$ cat src/hw/coproc_pkg.sv
// Coprocessor package with frame sizes, address widths and shared bus types
package coproc_pkg;

	// Element and stream word widths
	localparam int data_width = 8;
	localparam int axis_width = 32;

	// Matrix shapes
	localparam int a_rows   = 64;
	localparam int a_cols   = 7;
	localparam int b_words  = 16;
	localparam int c_words  = 3;
	localparam int n_hidden = 2;

	// Frame word counts
	localparam int a_words   = a_rows * a_cols;
	localparam int in_words  = a_words + b_words + c_words;
	localparam int out_words = a_rows;

	// Address widths per memory
	localparam int a_addr_bits   = 9;
	localparam int b_addr_bits   = 4;
	localparam int c_addr_bits   = 2;
	localparam int res_addr_bits = 6;

	// Bias plus 7 full 8x8 products needs 19 bits
	localparam int acc_width  = 19;
	localparam int frac_shift = 8;

	typedef logic [data_width-1:0] elem_t;

	// One write request, each memory takes the low address bits it needs
	typedef struct packed {
		logic                   wr_en;
		logic [a_addr_bits-1:0] addr;
		elem_t                  data;
	} ram_wr_t;

	// One read request, data follows a cycle later
	typedef struct packed {
		logic                   rd_en;
		logic [a_addr_bits-1:0] addr;
	} ram_rd_t;

	typedef struct packed {
		logic                  tvalid;
		logic [axis_width-1:0] tdata;
	} axis_in_t;

	typedef struct packed {
		logic                  tvalid;
		logic [axis_width-1:0] tdata;
		logic                  tlast;
	} axis_out_t;

endpackage

$ cat src/hw/frame_loader.sv
// Input stream loader that splits a frame into the A, B and C memories
`timescale 1ns/1ps

module frame_loader (
	input  logic                 ACLK,
	input  logic                 ARESETN,
	input  coproc_pkg::axis_in_t s_axis,
	output logic                 s_axis_tready,
	input  logic                 frame_sent,
	output coproc_pkg::ram_wr_t  a_wr,
	output coproc_pkg::ram_wr_t  b_wr,
	output coproc_pkg::ram_wr_t  c_wr,
	output logic                 start
);
	import coproc_pkg::*;

	typedef enum logic {
		st_load,
		st_wait
	} state_t;

	state_t state;

	// Position inside the 467-word frame
	logic [$clog2(in_words)-1:0] word_cnt;
	logic [$clog2(in_words)-1:0] wr_idx;
	elem_t                       wr_byte;
	logic                        a_wen;
	logic                        b_wen;
	logic                        c_wen;
	logic                        accept;

	// Ready only depends on state, never on tvalid
	assign s_axis_tready = (state == st_load);
	assign accept        = s_axis.tvalid & s_axis_tready;

	always_ff @(posedge ACLK) begin
		if (!ARESETN) begin
			state    <= st_load;
			word_cnt <= '0;
			a_wen    <= 1'b0;
			b_wen    <= 1'b0;
			c_wen    <= 1'b0;
			start    <= 1'b0;
		end else begin
			// Route by frame position
			a_wen <= accept && (word_cnt < a_words);
			b_wen <= accept && (word_cnt >= a_words) && (word_cnt < a_words + b_words);
			c_wen <= accept && (word_cnt >= a_words + b_words);
			// Kick the engine once the last C word is written
			start <= c_wen && (wr_idx == in_words - 1);
			if (accept) begin
				if (word_cnt == in_words - 1) begin
					word_cnt <= '0;
					state    <= st_wait;
				end else begin
					word_cnt <= word_cnt + 1'b1;
				end
			end
			// Reopen input once the results have left
			if (state == st_wait && frame_sent) begin
				state <= st_load;
			end
		end
	end

	// Payload, upper 24 bits dropped
	always_ff @(posedge ACLK) begin
		if (accept) begin
			wr_idx  <= word_cnt;
			wr_byte <= s_axis.tdata[data_width-1:0];
		end
	end

	// Addresses rebased to each matrix
	assign a_wr = '{wr_en: a_wen, addr: wr_idx, data: wr_byte};
	assign b_wr = '{wr_en: b_wen, addr: a_addr_bits'(wr_idx - a_words), data: wr_byte};
	assign c_wr = '{wr_en: c_wen, addr: a_addr_bits'(wr_idx - a_words - b_words),
		data: wr_byte};

	a_one_target: assert property (@(posedge ACLK) disable iff (!ARESETN)
		$onehot0({a_wr.wr_en, b_wr.wr_en, c_wr.wr_en}));

endmodule

$ cat config.mk
export PLATFORM = sky130hd
export DESIGN_NAME = frame_loader
export DESIGN_NICKNAME = d
export VERILOG_FILES = /design/src/hw/coproc_pkg.sv /design/src/hw/frame_loader.sv
export SDC_FILE = /design/constraint.sdc
export NUM_CORES = 1
export LEC_CHECK = 0
export ABC_AREA = 1
export BUFFER_PORTS_ARGS = -buffer_cell sky130_fd_sc_hd__buf_2
export CAP_MARGIN = 20
export CORE_UTILIZATION = 46
export DETAILED_ROUTE_END_ITERATION = 10
export GPL_TIMING_DRIVEN = 0
export HOLD_SLACK_MARGIN = 0.06
export PLACE_DENSITY = 0.88
export SYNTH_ARGS = -nofsm -noshare
export SYNTH_HDL_FRONTEND = slang
export SYNTH_SLANG_ARGS = --single-unit
$ cat constraint.sdc
create_clock -name ACLK -period 2.05 [get_ports ACLK]
set_clock_uncertainty 0.1 [all_clocks]
set_input_delay 0.205 -clock ACLK [delete_from_list [all_inputs] [get_ports ACLK]]
set_output_delay 0.205 -clock ACLK [all_outputs]
set_load 0.02 [all_outputs]
======== Word-level counts from Yosys, hierarchy flattened ========
Cells that the tools add are included.
cells by class
  $add $sub $neg .......................... 3
  order comparisons ....................... 4
  equal/unequal tests ..................... 2
  mux-type cells .......................... 1
  bitwise logic cells ..................... 3
  reductions and logical operators ........ 8
operators by type and width
  kind                   count
  $eq A9 B9 Y1 const B   2
  $ge A9 B9 Y1 const B   2
  $lt A9 B9 Y1 const B   2
  $add A9 B1 Y9 const B  1
  $mux W9                1
  $sub A9 B6 Y9 const B  1
  $sub A9 B9 Y9 const B  1
  $logic_and A1 B1 Y1    6
  $not A1 Y1             2
  $reduce_and A2 Y1      1
  $reduce_or A2 Y1       1
  $and A1 B1 Y1          1
word-level totals
  flip-flop bits (word level) ............. 31
  bits of input ports ..................... 36
  output and inout bits ................... 56

======== Depth between registers and ports, before layout ========
Gate-level depths: netlist of run 1.
  word-level depth ........................ 4
  mapped depth ............................ 7
  mapped depth without buffers ............ 7

======== Worst setup path before layout of run 1 ========
No wires, ideal clock.
  path type ............................... flip-flop to output port
  start point ............................. register wr_idx[6]
  end point ............................... output c_wr[15] (netlist bit)
  data arrival time ....................... 1413 ps
  required time ........................... 1745 ps
  setup slack ............................. 332 ps
  stages on the path, launching flop included .. 3
  cells stage by stage .................... edfxtp_1 > ha_1 > xnor2_1
RTL lines
  element                 RTL line            RTL
  from (decl)             frame_loader.sv:26  logic [$clog2(in_words)-1:0] wr_idx;
  from (signal assigned)  frame_loader.sv:70  wr_idx <= word_cnt;
  to (decl)               frame_loader.sv:12  output coproc_pkg::ram_wr_t c_wr,

==> run summary, run 1 <==
Outcome -> completed
# H-tree levels -> 2
Total power -> 0.001249 W
Post-Place Cells -> 265
Dpl cell area -> 1933 µm²
Diodes inserted -> 0
CTS tree -> yes
DRT antenna net count -> 0
Synthesized cell area -> 1543 µm²
Final Max Tran Viols -> 0
Clock sink count -> 31
Clock Latency Late Sink -> 0.33 ns
Seq pwr share -> 55.7%
First drt pass iteration count -> 4
Switching share of total power -> 27.65%
Endpoints failing setup -> 0
Slew headroom -> 71.09%
Vias per Instance -> 4.392
Initial antenna violation count -> 0
Setup CP Type -> reg -> out
F_max -> 522.5 MHz
VDD IR max -> 261.0 µV
Ports -> 92
DRC viols -> 0
Post-Syn Instances -> 154
Internal -> 0.0009034 W
Crit end category -> output pin
Hold Crit Class -> in -> reg
Core region area -> 3128 µm²
Final min period -> 1.914 ns
Leakage -> 0.9936 nW
Fin crit share -> 93.36%
Die H -> 59.91 µm
Layout area overhead -> 34.79%
Worst-path fanout max -> 3
Pin count of the biggest net entering global routing -> 22
Drt wl/cell -> 10.84 µm
Max Cap Violations -> 0
Final core occ -> 66.48%
Worst-path clk slew -> 0.09 ns
Rows -> 20
CTS root buf -> clkbuf_4
Critical-path top delay cell -> edfxtp_1
GR Overflow Total -> 0
Vias in the first global route -> 1088
Die Width -> 59.91 µm
PostCTS Resize Cnt -> 0
Clk pwr share -> 26.1%
Initial core utilization -> 49.32%
P per Cell Area -> 600.5 nW/µm²
Combinational share of power -> 18.2%
Sequential share of the synthesized area -> 51.26%
Final Cell Area -> 2079 µm²
Crit path DAT -> 1.61 ns
HPWL Detailed -> 2.144 mm
Nets -> 281
Total track usage -> 18.85%
Yosys cell types -> 22
Clk buf depth -> 2
Worst slew pin tran -> 0.4331 ns
CP Cell Sequence -> ha_1 > xnor2_1 > xor2_1 > buf_2
Worst path required time -> 1.75 ns
Syn nets -> 197
Via count -> 1243
Setup_tns -> 0 ns
IO Port Bufs -> 67
FF+latch count, synth -> 31
Gpl congestion -> 0.7390
RSZ-0062 raised after global routing -> no
Layout cells sized above 1 -> 48.54%
Fin. Hold Viols -> 0
Worst path bufs/invs -> 1
DRT Wirelength -> 3.068 mm
Switch Pwr -> 0.0003453 W
Max incr delay on CP -> 0.43 ns
Cell Count, Final, Fillers Out -> 283
Num CTS Buffers -> 5
Syn avg cell area -> 10.02 µm²
First-pass GRT wire length -> 4.823 mm
Filler instances -> 223
Die Area -> 3589 µm²
1st-iter DRT viols -> 45
Yosys warning count -> 0
Crit-path leading delay family -> XOR/XNOR gates
Critical Path Source Type -> flop
worst reg2reg max path: stages (launching register included):
cell	delay [ns]
dfxtp_1	0.32
inv_2	0.09
nand2_1	0.08
inv_2	0.34
nand3_2	0.19
nand2_2	0.13
nor2_1	0.05
per-layer routing:
layer | vias up | track usage [%] | share of wire [%]
met3 | 6 | 6.061 | 7.1
met1 | 556 | 20.99 | 40
met5 | - | 0 | 0
met4 | 0 | 6.977 | 1.3
met2 | 52 | 33.33 | 52
li1 | 629 | - | -
registers in the layout, indices dropped and copies added (netlist names):
register,flops
a_wen,1
start,1
b_wen,1
wr_idx,9
state,1
wr_byte,8
word_cnt,9
c_wen,1
what timing repair did:
action / in CTS / in global routing
endpoints found under the hold margin: 9 / 0
setup buffers: 0 / 1
endpoints found under the setup margin: 0 / 1
hold buffers: 9 / 0
power by group through the flow:
| stage | Clock, W | Combinational [W] | Sequential (W) |
|---|---|---|---|
| after floorplan | 0 | 0.000122 | 0.000729 |
| after global placement | 0 | 0.000208 | 0.000710 |
| after detailed placement | 0 | 0.000211 | 0.000711 |
| after CTS | 0.000329 | 0.000226 | 0.000697 |
| after global routing | 0.000366 | 0.000248 | 0.000700 |
| final | 0.000326 | 0.000227 | 0.000696 |
cell families after synthesis:
family,Yosys count,share of synthesized area [%]
buf+inv,48,18.73
simple gates,57,19.30
fa+ha+maj,7,5.677
xor+xnor,6,3.407
compound gates,5,1.622
flops,31,51.26
cells in the mapped netlist:
cell type	instances	area, µm²
nor3b_2	1	12.51
nand2_2	2	12.51
dfxtp_1	14	280.3
nor2_2	1	6.260
nor3_2	1	10.01
nand3_1	9	45.04
nor2_1	11	41.29
nand3_2	3	30.03
nor4_1	1	6.260
inv_1	17	63.81
inv_2	2	7.510
nor4_2	1	12.51
or2_2	1	6.260
nor2_4	2	22.52
nand2_1	23	86.33
edfxtp_1	17	510.5
ha_1	7	87.58
xor2_1	3	26.28
a21oi_1	5	25.02
nand4_1	1	6.260
buf_4	29	217.7
xnor2_1	3	26.28
path summary, 6_finish.rpt:
check / slack, ns / startpoint / endpoint / cells after the start
worst max register to register: 0.65 / state / word_cnt[4] / 6
worst max-delay path: 0.14 / wr_idx[7] / c_wr[16] / 4
worst min register to register: 0.37 / word_cnt[5] / wr_idx[5] / 0
worst min-delay path: 0.08 / ARESETN / word_cnt[0] / 3
metrics by stage:
stage,worst slack (ns),hold slack [ns]
final,0.1361,0.07935
after global routing,0.04035,0.09721
after CTS,0.002948,0.07049
after detailed placement,0.3736,0.2842
after global placement,0.3902,0.2824
after floorplan,0.3316,0.2039
area by class of cell:
cell class	instances	area, µm²	share of cell area (%)
flip-flops and latches	31	790.8	38.03
inverters	19	71.32	3.430
well taps	44	55.05	2.647
multi-input cells	75	462.9	22.26
repair buffers	77	432.9	20.82
clock buffers	6	41.29	1.986
clock inverters	2	7.507	0.3610
plain buffers	29	217.7	10.47
cell usage in the layout, fill, tap and decap left out:
| cell type | instances |
|---|---|
| dfxtp_1 | 14 |
| nand4_1 | 1 |
| xor2_1 | 3 |
| nand2_1 | 23 |
| ha_1 | 7 |
| nand2_2 | 2 |
| nand3_2 | 3 |
| nand3_1 | 9 |
| nor2_2 | 1 |
| nor2_4 | 2 |
| nor4_1 | 1 |
| nor2_1 | 11 |
| buf_4 | 30 |
| nor3b_2 | 1 |
| clkinv_1 | 2 |
| edfxtp_1 | 17 |
| a21oi_1 | 5 |
| xnor2_1 | 3 |
| inv_2 | 2 |
| nor3_2 | 1 |
| buf_2 | 67 |
| inv_1 | 17 |
| clkbuf_4 | 5 |
| clkbuf_1 | 1 |
| dlygate4sd3_1 | 9 |
| nor4_2 | 1 |
| or2_2 | 1 |
No activity file was read; power rests on OpenSTA's default activity.
==> inputs of run 2 (changes only) <==
--- a/config.mk
+++ b/config.mk
@@ -8,3 +8,3 @@
 export ABC_AREA = 1
-export BUFFER_PORTS_ARGS = -buffer_cell sky130_fd_sc_hd__buf_2
+export BUFFER_PORTS_ARGS = -buffer_cell sky130_fd_sc_hd__clkbuf_2
 export CAP_MARGIN = 20
==> constraint.sdc (replaced) <==
create_clock -name ACLK -period 2.05 [get_ports ACLK]
set_clock_uncertainty 0.1 [all_clocks]
set_input_delay 0 -clock ACLK [delete_from_list [all_inputs] [get_ports ACLK]]
set_output_delay 0 -clock ACLK [all_outputs]
set_load 0.02 [all_outputs]
==> run 2 against run 1 <==
Compared with the run above: register-to-register slack worse by 0.48 ns; critical endpoint is now word_cnt[5]; setup slack improved by 0.031 ns; sequential cell count unchanged.
==> run summary, run 2 (synthesized netlist as in run 1, its figures left out) <==
Leakage -> 1.034 nW (+4.1%)
CTS root buf -> clkbuf_4
Crit path DAT -> 2.02 ns (+0.41 ns)
Worst path required time -> 2.18 ns (+0.43 ns)
CP Cell Sequence -> inv_1 > ha_1 > nand2_1 > nor2_1 > nand3_2 > nand3_1 > dlygate4sd3_1 > nor2_1
Initial core utilization -> 49.32% (unchanged)
Final min period -> 1.883 ns (-0.03098 ns)
Final Max Tran Viols -> 0 (unchanged)
Die Width -> 59.91 µm (unchanged)
IO Port Bufs -> 67 (unchanged)
# H-tree levels -> 2 (unchanged)
Die Area -> 3589 µm² (unchanged)
Filler instances -> 219 (-1.8%)
Hold_sp -> s_axis[3]
R2R Setup Slk -> 0.17 ns (-0.48 ns)
Clock Latency Late Sink -> 0.34 ns (about the same)
Most common cell after layout, fill and taps aside -> clkbuf_2
Worst slew pin tran -> 0.2590 ns (-0.1741 ns)
First-pass GRT wire length -> 4.705 mm (-2.4%)
Most Frequent Cell on Critical Path -> nor2_1
Die H -> 59.91 µm (unchanged)
Core region area -> 3128 µm² (unchanged)
Critical-path top delay cell -> dlygate4sd3_1
VDD IR max -> 457.2 µV (+75%)
Hold Path Cell Cnt -> 2 (-1)
Crit end category -> flop
GR Overflow Total -> 0 (unchanged)
Vias in the first global route -> 1082 (-0.55%)
Pin count of the biggest net entering global routing -> 22 (unchanged)
Num CTS Buffers -> 5 (unchanged)
Setup bufs post-CTS -> 0 (unchanged)
HPWL Detailed -> 2.282 mm (+6.4%)
Clk buf depth -> 2 (unchanged)
Commonest non-fill, non-tap cells in the layout -> 67 x clkbuf_2, 29 x buf_4, 23 x nand2_1
DRT antenna net count -> 0 (unchanged)
Setup CP Type -> reg -> reg
Rows -> 20 (unchanged)
Hold Crit Class -> in -> reg
Initial antenna violation count -> 0 (unchanged)
Total track usage -> 19.05% (+0.19 points)
DRT Wirelength -> 3.164 mm (+3.1%)
Worst Reg2Reg Path Length in Cells -> 8 (+2)
CTS tree -> yes
Drt wl/cell -> 11.06 µm (+2.0%)
Max incr delay on CP -> 0.56 ns (+0.13 ns)
P per Cell Area -> 662.9 nW/µm² (+10%)
Crit-path leading delay family -> buffers and inverters
RR Startpoint -> word_cnt[0]
Fin. Hold Viols -> 0 (unchanged)
Min-Delay Endpoint -> wr_byte[3]
Final core occ -> 68.80% (+2.3 points)
Layout cells sized above 1 -> 48.76% (+0.22 points)
Endpoints failing setup -> 0 (unchanged)
Fin crit share -> 91.85% (-1.5 points)
Hold_ws -> 0.2758 ns (+0.1965 ns)
Worst-path fanout max -> 4 (+1)
Largest registers -> word_cnt x9, wr_idx x9, wr_byte x8
Outcome -> completed
Gpl congestion -> 0.7315 (-1.0%)
DRC viols -> 0 (unchanged)
Critical Path Source Type -> flop
Nets -> 284 (+1.1%)
Vias per Instance -> 4.545 (+3.5%)
Layout area overhead -> 39.50%
Slew headroom -> 82.61% (+12 points)
First drt pass iteration count -> 4 (unchanged)
Worst r2r dst -> word_cnt[5]
1st-iter DRT viols -> 39 (-13%)
Worst-path clk slew -> 0.10 ns (about the same)
Clock sink count -> 31 (unchanged)
Max Cap Violations -> 0 (unchanged)
Setup_tns -> 0 ns (unchanged)
Via count -> 1300 (+4.6%)
Worst path bufs/invs -> 2 (+1)
F_max -> 531.1 MHz (+1.6%)
RSZ-0062 raised after global routing -> no
Diodes inserted -> 0 (unchanged)
Ports -> 92 (unchanged)
-- run 2: routing by layer --
metal / vias up / global-route usage, % / wire length (µm)
met5: - / 0 / 0
met4: 0 / 13.29 / 87
met3: 8 / 5.195 / 192
met2: 56 / 33.97 / 1687
met1: 596 / 18.95 / 1197
li1: 640 / - / -
-- run 2: worst max path at each step --
stage / end / slack (ns) / depth (start not counted) / start
after floorplan: c_wr[15] / 0.54 / 2 / wr_idx[6]
after global placement: c_wr[16] / 0.58 / 4 / wr_idx[6]
after detailed placement: c_wr[16] / 0.55 / 4 / wr_idx[6]
after CTS: word_cnt[5] / 0.14 / 7 / state
after global routing: word_cnt[5] / 0.05 / 8 / word_cnt[0]
final: word_cnt[5] / 0.17 / 8 / word_cnt[0]
-- run 2: what timing repair did --
item                                    CTS  global route
resized for setup                         0             2
endpoints found under the setup margin    0             1
hold buffers                             13             0
endpoints found under the hold margin    22             0
-- run 2: per-stage QoR --
step	setup slack, ns	total power (W)	std cells	cell area, µm²
after global routing	0.04593	0.001487	286	2152
after CTS	0.1391	0.001438	286	2150
final	0.1670	0.001427	286	2152
after global placement	0.5784	0.0009186	265	1933
after floorplan	0.5366	0.0008508	154	1543
after detailed placement	0.5469	0.0009248	265	1933
-- run 2: final cells by class --
cell class                 count  area (µm²)  area share (%)
sequential                    31       790.8           36.74
timing repair buffer          80       465.4           21.63
multi-input combinational     75       462.9           21.51
buffer                        29       217.7           10.12
inverter                      19       73.82           3.430
tap                           44       55.05           2.558
clock buffer                   6       51.30           2.384
clock inverter                 2       35.03           1.628
-- run 2: power breakdown --
group	switching [W]	leakage [nW]	total, W	internal [W]
combinational	0.000132	0.701	0.000233	0.000101
clock	0.000208	0.0482	0.000496	0.000288
sequential	0.0000200	0.285	0.000698	0.000678
-- run 2: worst reg2reg max path, delay by kind of cell, from the launching register on --
family / cells / cell delay [ns]
adders and majority gates: 1 / 0.16
and+or+nand+nor: 5 / 0.50
DFF: 1 / 0.36
buffers and inverters: 2 / 0.68
==> inputs of run 3 (changes only) <==
- CTS_BUF_LIST: default -> sky130_fd_sc_hd__clkbuf_16
==> run 3 against run 2 <==
Compared with the run above: total power grew 22%; count of clock-buffer cells in the layout down 1; routed wire length rose by 5.7%; critical path depth is 2 lower; sequential power barely moved; die area unchanged; combinational power about the same; via count shrank 0.54%; setup slack improved by 0.039 ns.
==> run summary, run 3 (synthesized netlist as in run 1, its figures left out) <==
Most Frequent Cell on Critical Path -> inv_2
Layout cells sized above 1 -> 48.35% (-0.41 points)
IO Port Bufs -> 67 (unchanged)
Setup CP Type -> reg -> reg
Endpoints failing setup -> 0 (unchanged)
Num CTS Buffers -> 5 (unchanged)
Crit path DAT -> 1.96 ns (-0.06 ns)
Drt wl/cell -> 11.70 µm (+5.7%)
Max Cap Violations -> 0 (unchanged)
Final min period -> 1.844 ns (-0.03912 ns)
Worst path depth -> 6 (-2)
Largest registers -> word_cnt x9, wr_idx x9, wr_byte x8
F_max -> 542.3 MHz (+2.1%)
Clk buf depth -> 2 (unchanged)
Diodes inserted -> 0 (unchanged)
Fin. Hold Viols -> 0 (unchanged)
Core region area -> 3128 µm² (unchanged)
Via count -> 1293 (-0.54%)
Commonest non-fill, non-tap cells in the layout -> 67 x clkbuf_2, 29 x buf_4, 23 x nand2_1
Final Cell Area -> 2227 µm² (+3.5%)
Worst Reg2Reg Path Length in Cells -> 6 (-2)
RSZ-0062 raised after global routing -> no
Nets -> 284 (unchanged)
Clock Latency Late Sink -> 0.28 ns (-0.06 ns)
Most common cell after layout, fill and taps aside -> clkbuf_2
Worst-path fanout max -> 21 (+17)
Critical Path Source Type -> flop
Fin crit share -> 89.94% (-1.9 points)
Worst path bufs/invs -> 3 (+1)
Outcome -> completed
Wire length on met3 -> 199 µm (+3.6%)
Worst r2r dst -> state
Final core occ -> 71.20% (+2.4 points)
DRT antenna net count -> 0 (unchanged)
P per Cell Area -> 784.7 nW/µm² (+18%)
Slew headroom -> 71.05% (-12 points)
Worst slew pin tran -> 0.4336 ns (+0.1746 ns)
First drt pass iteration count -> 4 (unchanged)
HPWL Detailed -> 2.282 mm (unchanged)
Vias per Instance -> 4.521 (-0.54%)
Worst path required time -> 2.17 ns (about the same)
Uppermost layer routed -> met4
R2R Setup Slk -> 0.21 ns (+0.04 ns)
Die H -> 59.91 µm (unchanged)
Max incr delay on CP -> 0.55 ns (about the same)
Rows -> 20 (unchanged)
1st-iter DRT viols -> 38 (-2.6%)
Ports -> 92 (unchanged)
Total track usage -> 20.00% (+0.95 points)
CTS root buf -> clkbuf_16
Worst-path clk slew -> 0.05 ns (-0.05 ns)
Final Max Tran Viols -> 0 (unchanged)
RR Startpoint -> state
CP Cell Sequence -> inv_2 > nand2_1 > inv_2 > nand3_2 > a21oi_1 > dlygate4sd3_1
Setup_tns -> 0 ns (unchanged)
VDD IR max -> 486.6 µV (+6.4%)
GR Overflow Total -> 0 (unchanged)
DRT Wirelength -> 3.345 mm (+5.7%)
Layout area overhead -> 44.36%
Gpl congestion -> 0.7315 (unchanged)
Worst Setup SP -> state
Die Width -> 59.91 µm (unchanged)
Hold_sp -> s_axis[2]
Crit end category -> flop
Metal2 WL -> 1.728 mm (+2.4%)
Pin count of the biggest net entering global routing -> 22 (unchanged)
Initial antenna violation count -> 0 (unchanged)
# H-tree levels -> 2 (unchanged)
Crit-path leading delay family -> buffers and inverters
Hold Crit Class -> in -> reg
First-pass GRT wire length -> 4.981 mm (+5.9%)
Hold_ws -> 0.3446 ns (+0.06880 ns)
Crit path to -> state
Initial core utilization -> 49.32% (unchanged)
Critical-path top delay cell -> dlygate4sd3_1
Vias in the first global route -> 1074 (-0.74%)
Dpl cell area -> 1933 µm² (unchanged)
Clock sink count -> 31 (unchanged)
Leakage -> 1.067 nW (+3.1%)
Die Area -> 3589 µm² (unchanged)
CTS tree -> yes
Wire length on met1 -> 1.355 mm (+13%)
DRC viols -> 0 (unchanged)
-- run 3: routing by layer --
metal	up-vias	track usage, %
li1	633	-
met1	593	22.10
met2	59	33.81
met3	8	6.494
met4	0	10.96
met5	-	0
-- run 3: worst min-delay path by stage --
stage | endpoint | slack, ns | cells past startpoint
floorplan | wr_byte[0] | -0.001 | 0
global placement | wr_byte[3] | 0.08 | 1
detailed placement | wr_byte[3] | 0.08 | 1
CTS | wr_byte[6] | 0.33 | 2
global route | wr_byte[2] | 0.35 | 2
finish | wr_byte[2] | 0.34 | 2
-- run 3: worst reg2reg max path, stage by stage (launching register included) --
cell and delay [ns]:
dfxtp_1 0.30, inv_2 0.09, nand2_1 0.09, inv_2 0.34
nand3_2 0.19, a21oi_1 0.14, dlygate4sd3_1 0.55
-- run 3: metrics by stage --
| step | instances | setup WS [ns] | total power, W |
|---|---|---|---|
| global route | 286 | 0.08477 | 0.001806 |
| finish | 286 | 0.2062 | 0.001748 |
| global placement | 265 | 0.5784 | 0.0009186 |
| floorplan | 154 | 0.5366 | 0.0008508 |
| detailed placement | 265 | 0.5469 | 0.0009248 |
| CTS | 286 | 0.2019 | 0.001756 |
-- run 3: power by group --
group	total [W]	switching [W]	leakage, nW	internal, W
clock	0.000814	0.000249	0.0812	0.000565
sequential	0.000701	0.0000210	0.285	0.000680
combinational	0.000233	0.000132	0.701	0.000101
-- run 3: timing repair --
action                    4_1_cts  5_1_grt
setup buffers                   0        0
hold buffers                   13        0
resized for setup               0        0
hold endpoints to repair       22        0
-- run 3: final cells by class --
type                    instances  area (µm²)
multi-input cells              75       462.9
flip-flops and latches         31       790.8
repair buffers                 80       465.4
inverters                      19       71.32
clock buffers                   5       125.1
fillers                       202       900.9
clock inverters                 3       38.79
plain buffers                  29       217.7
well taps                      44       55.05
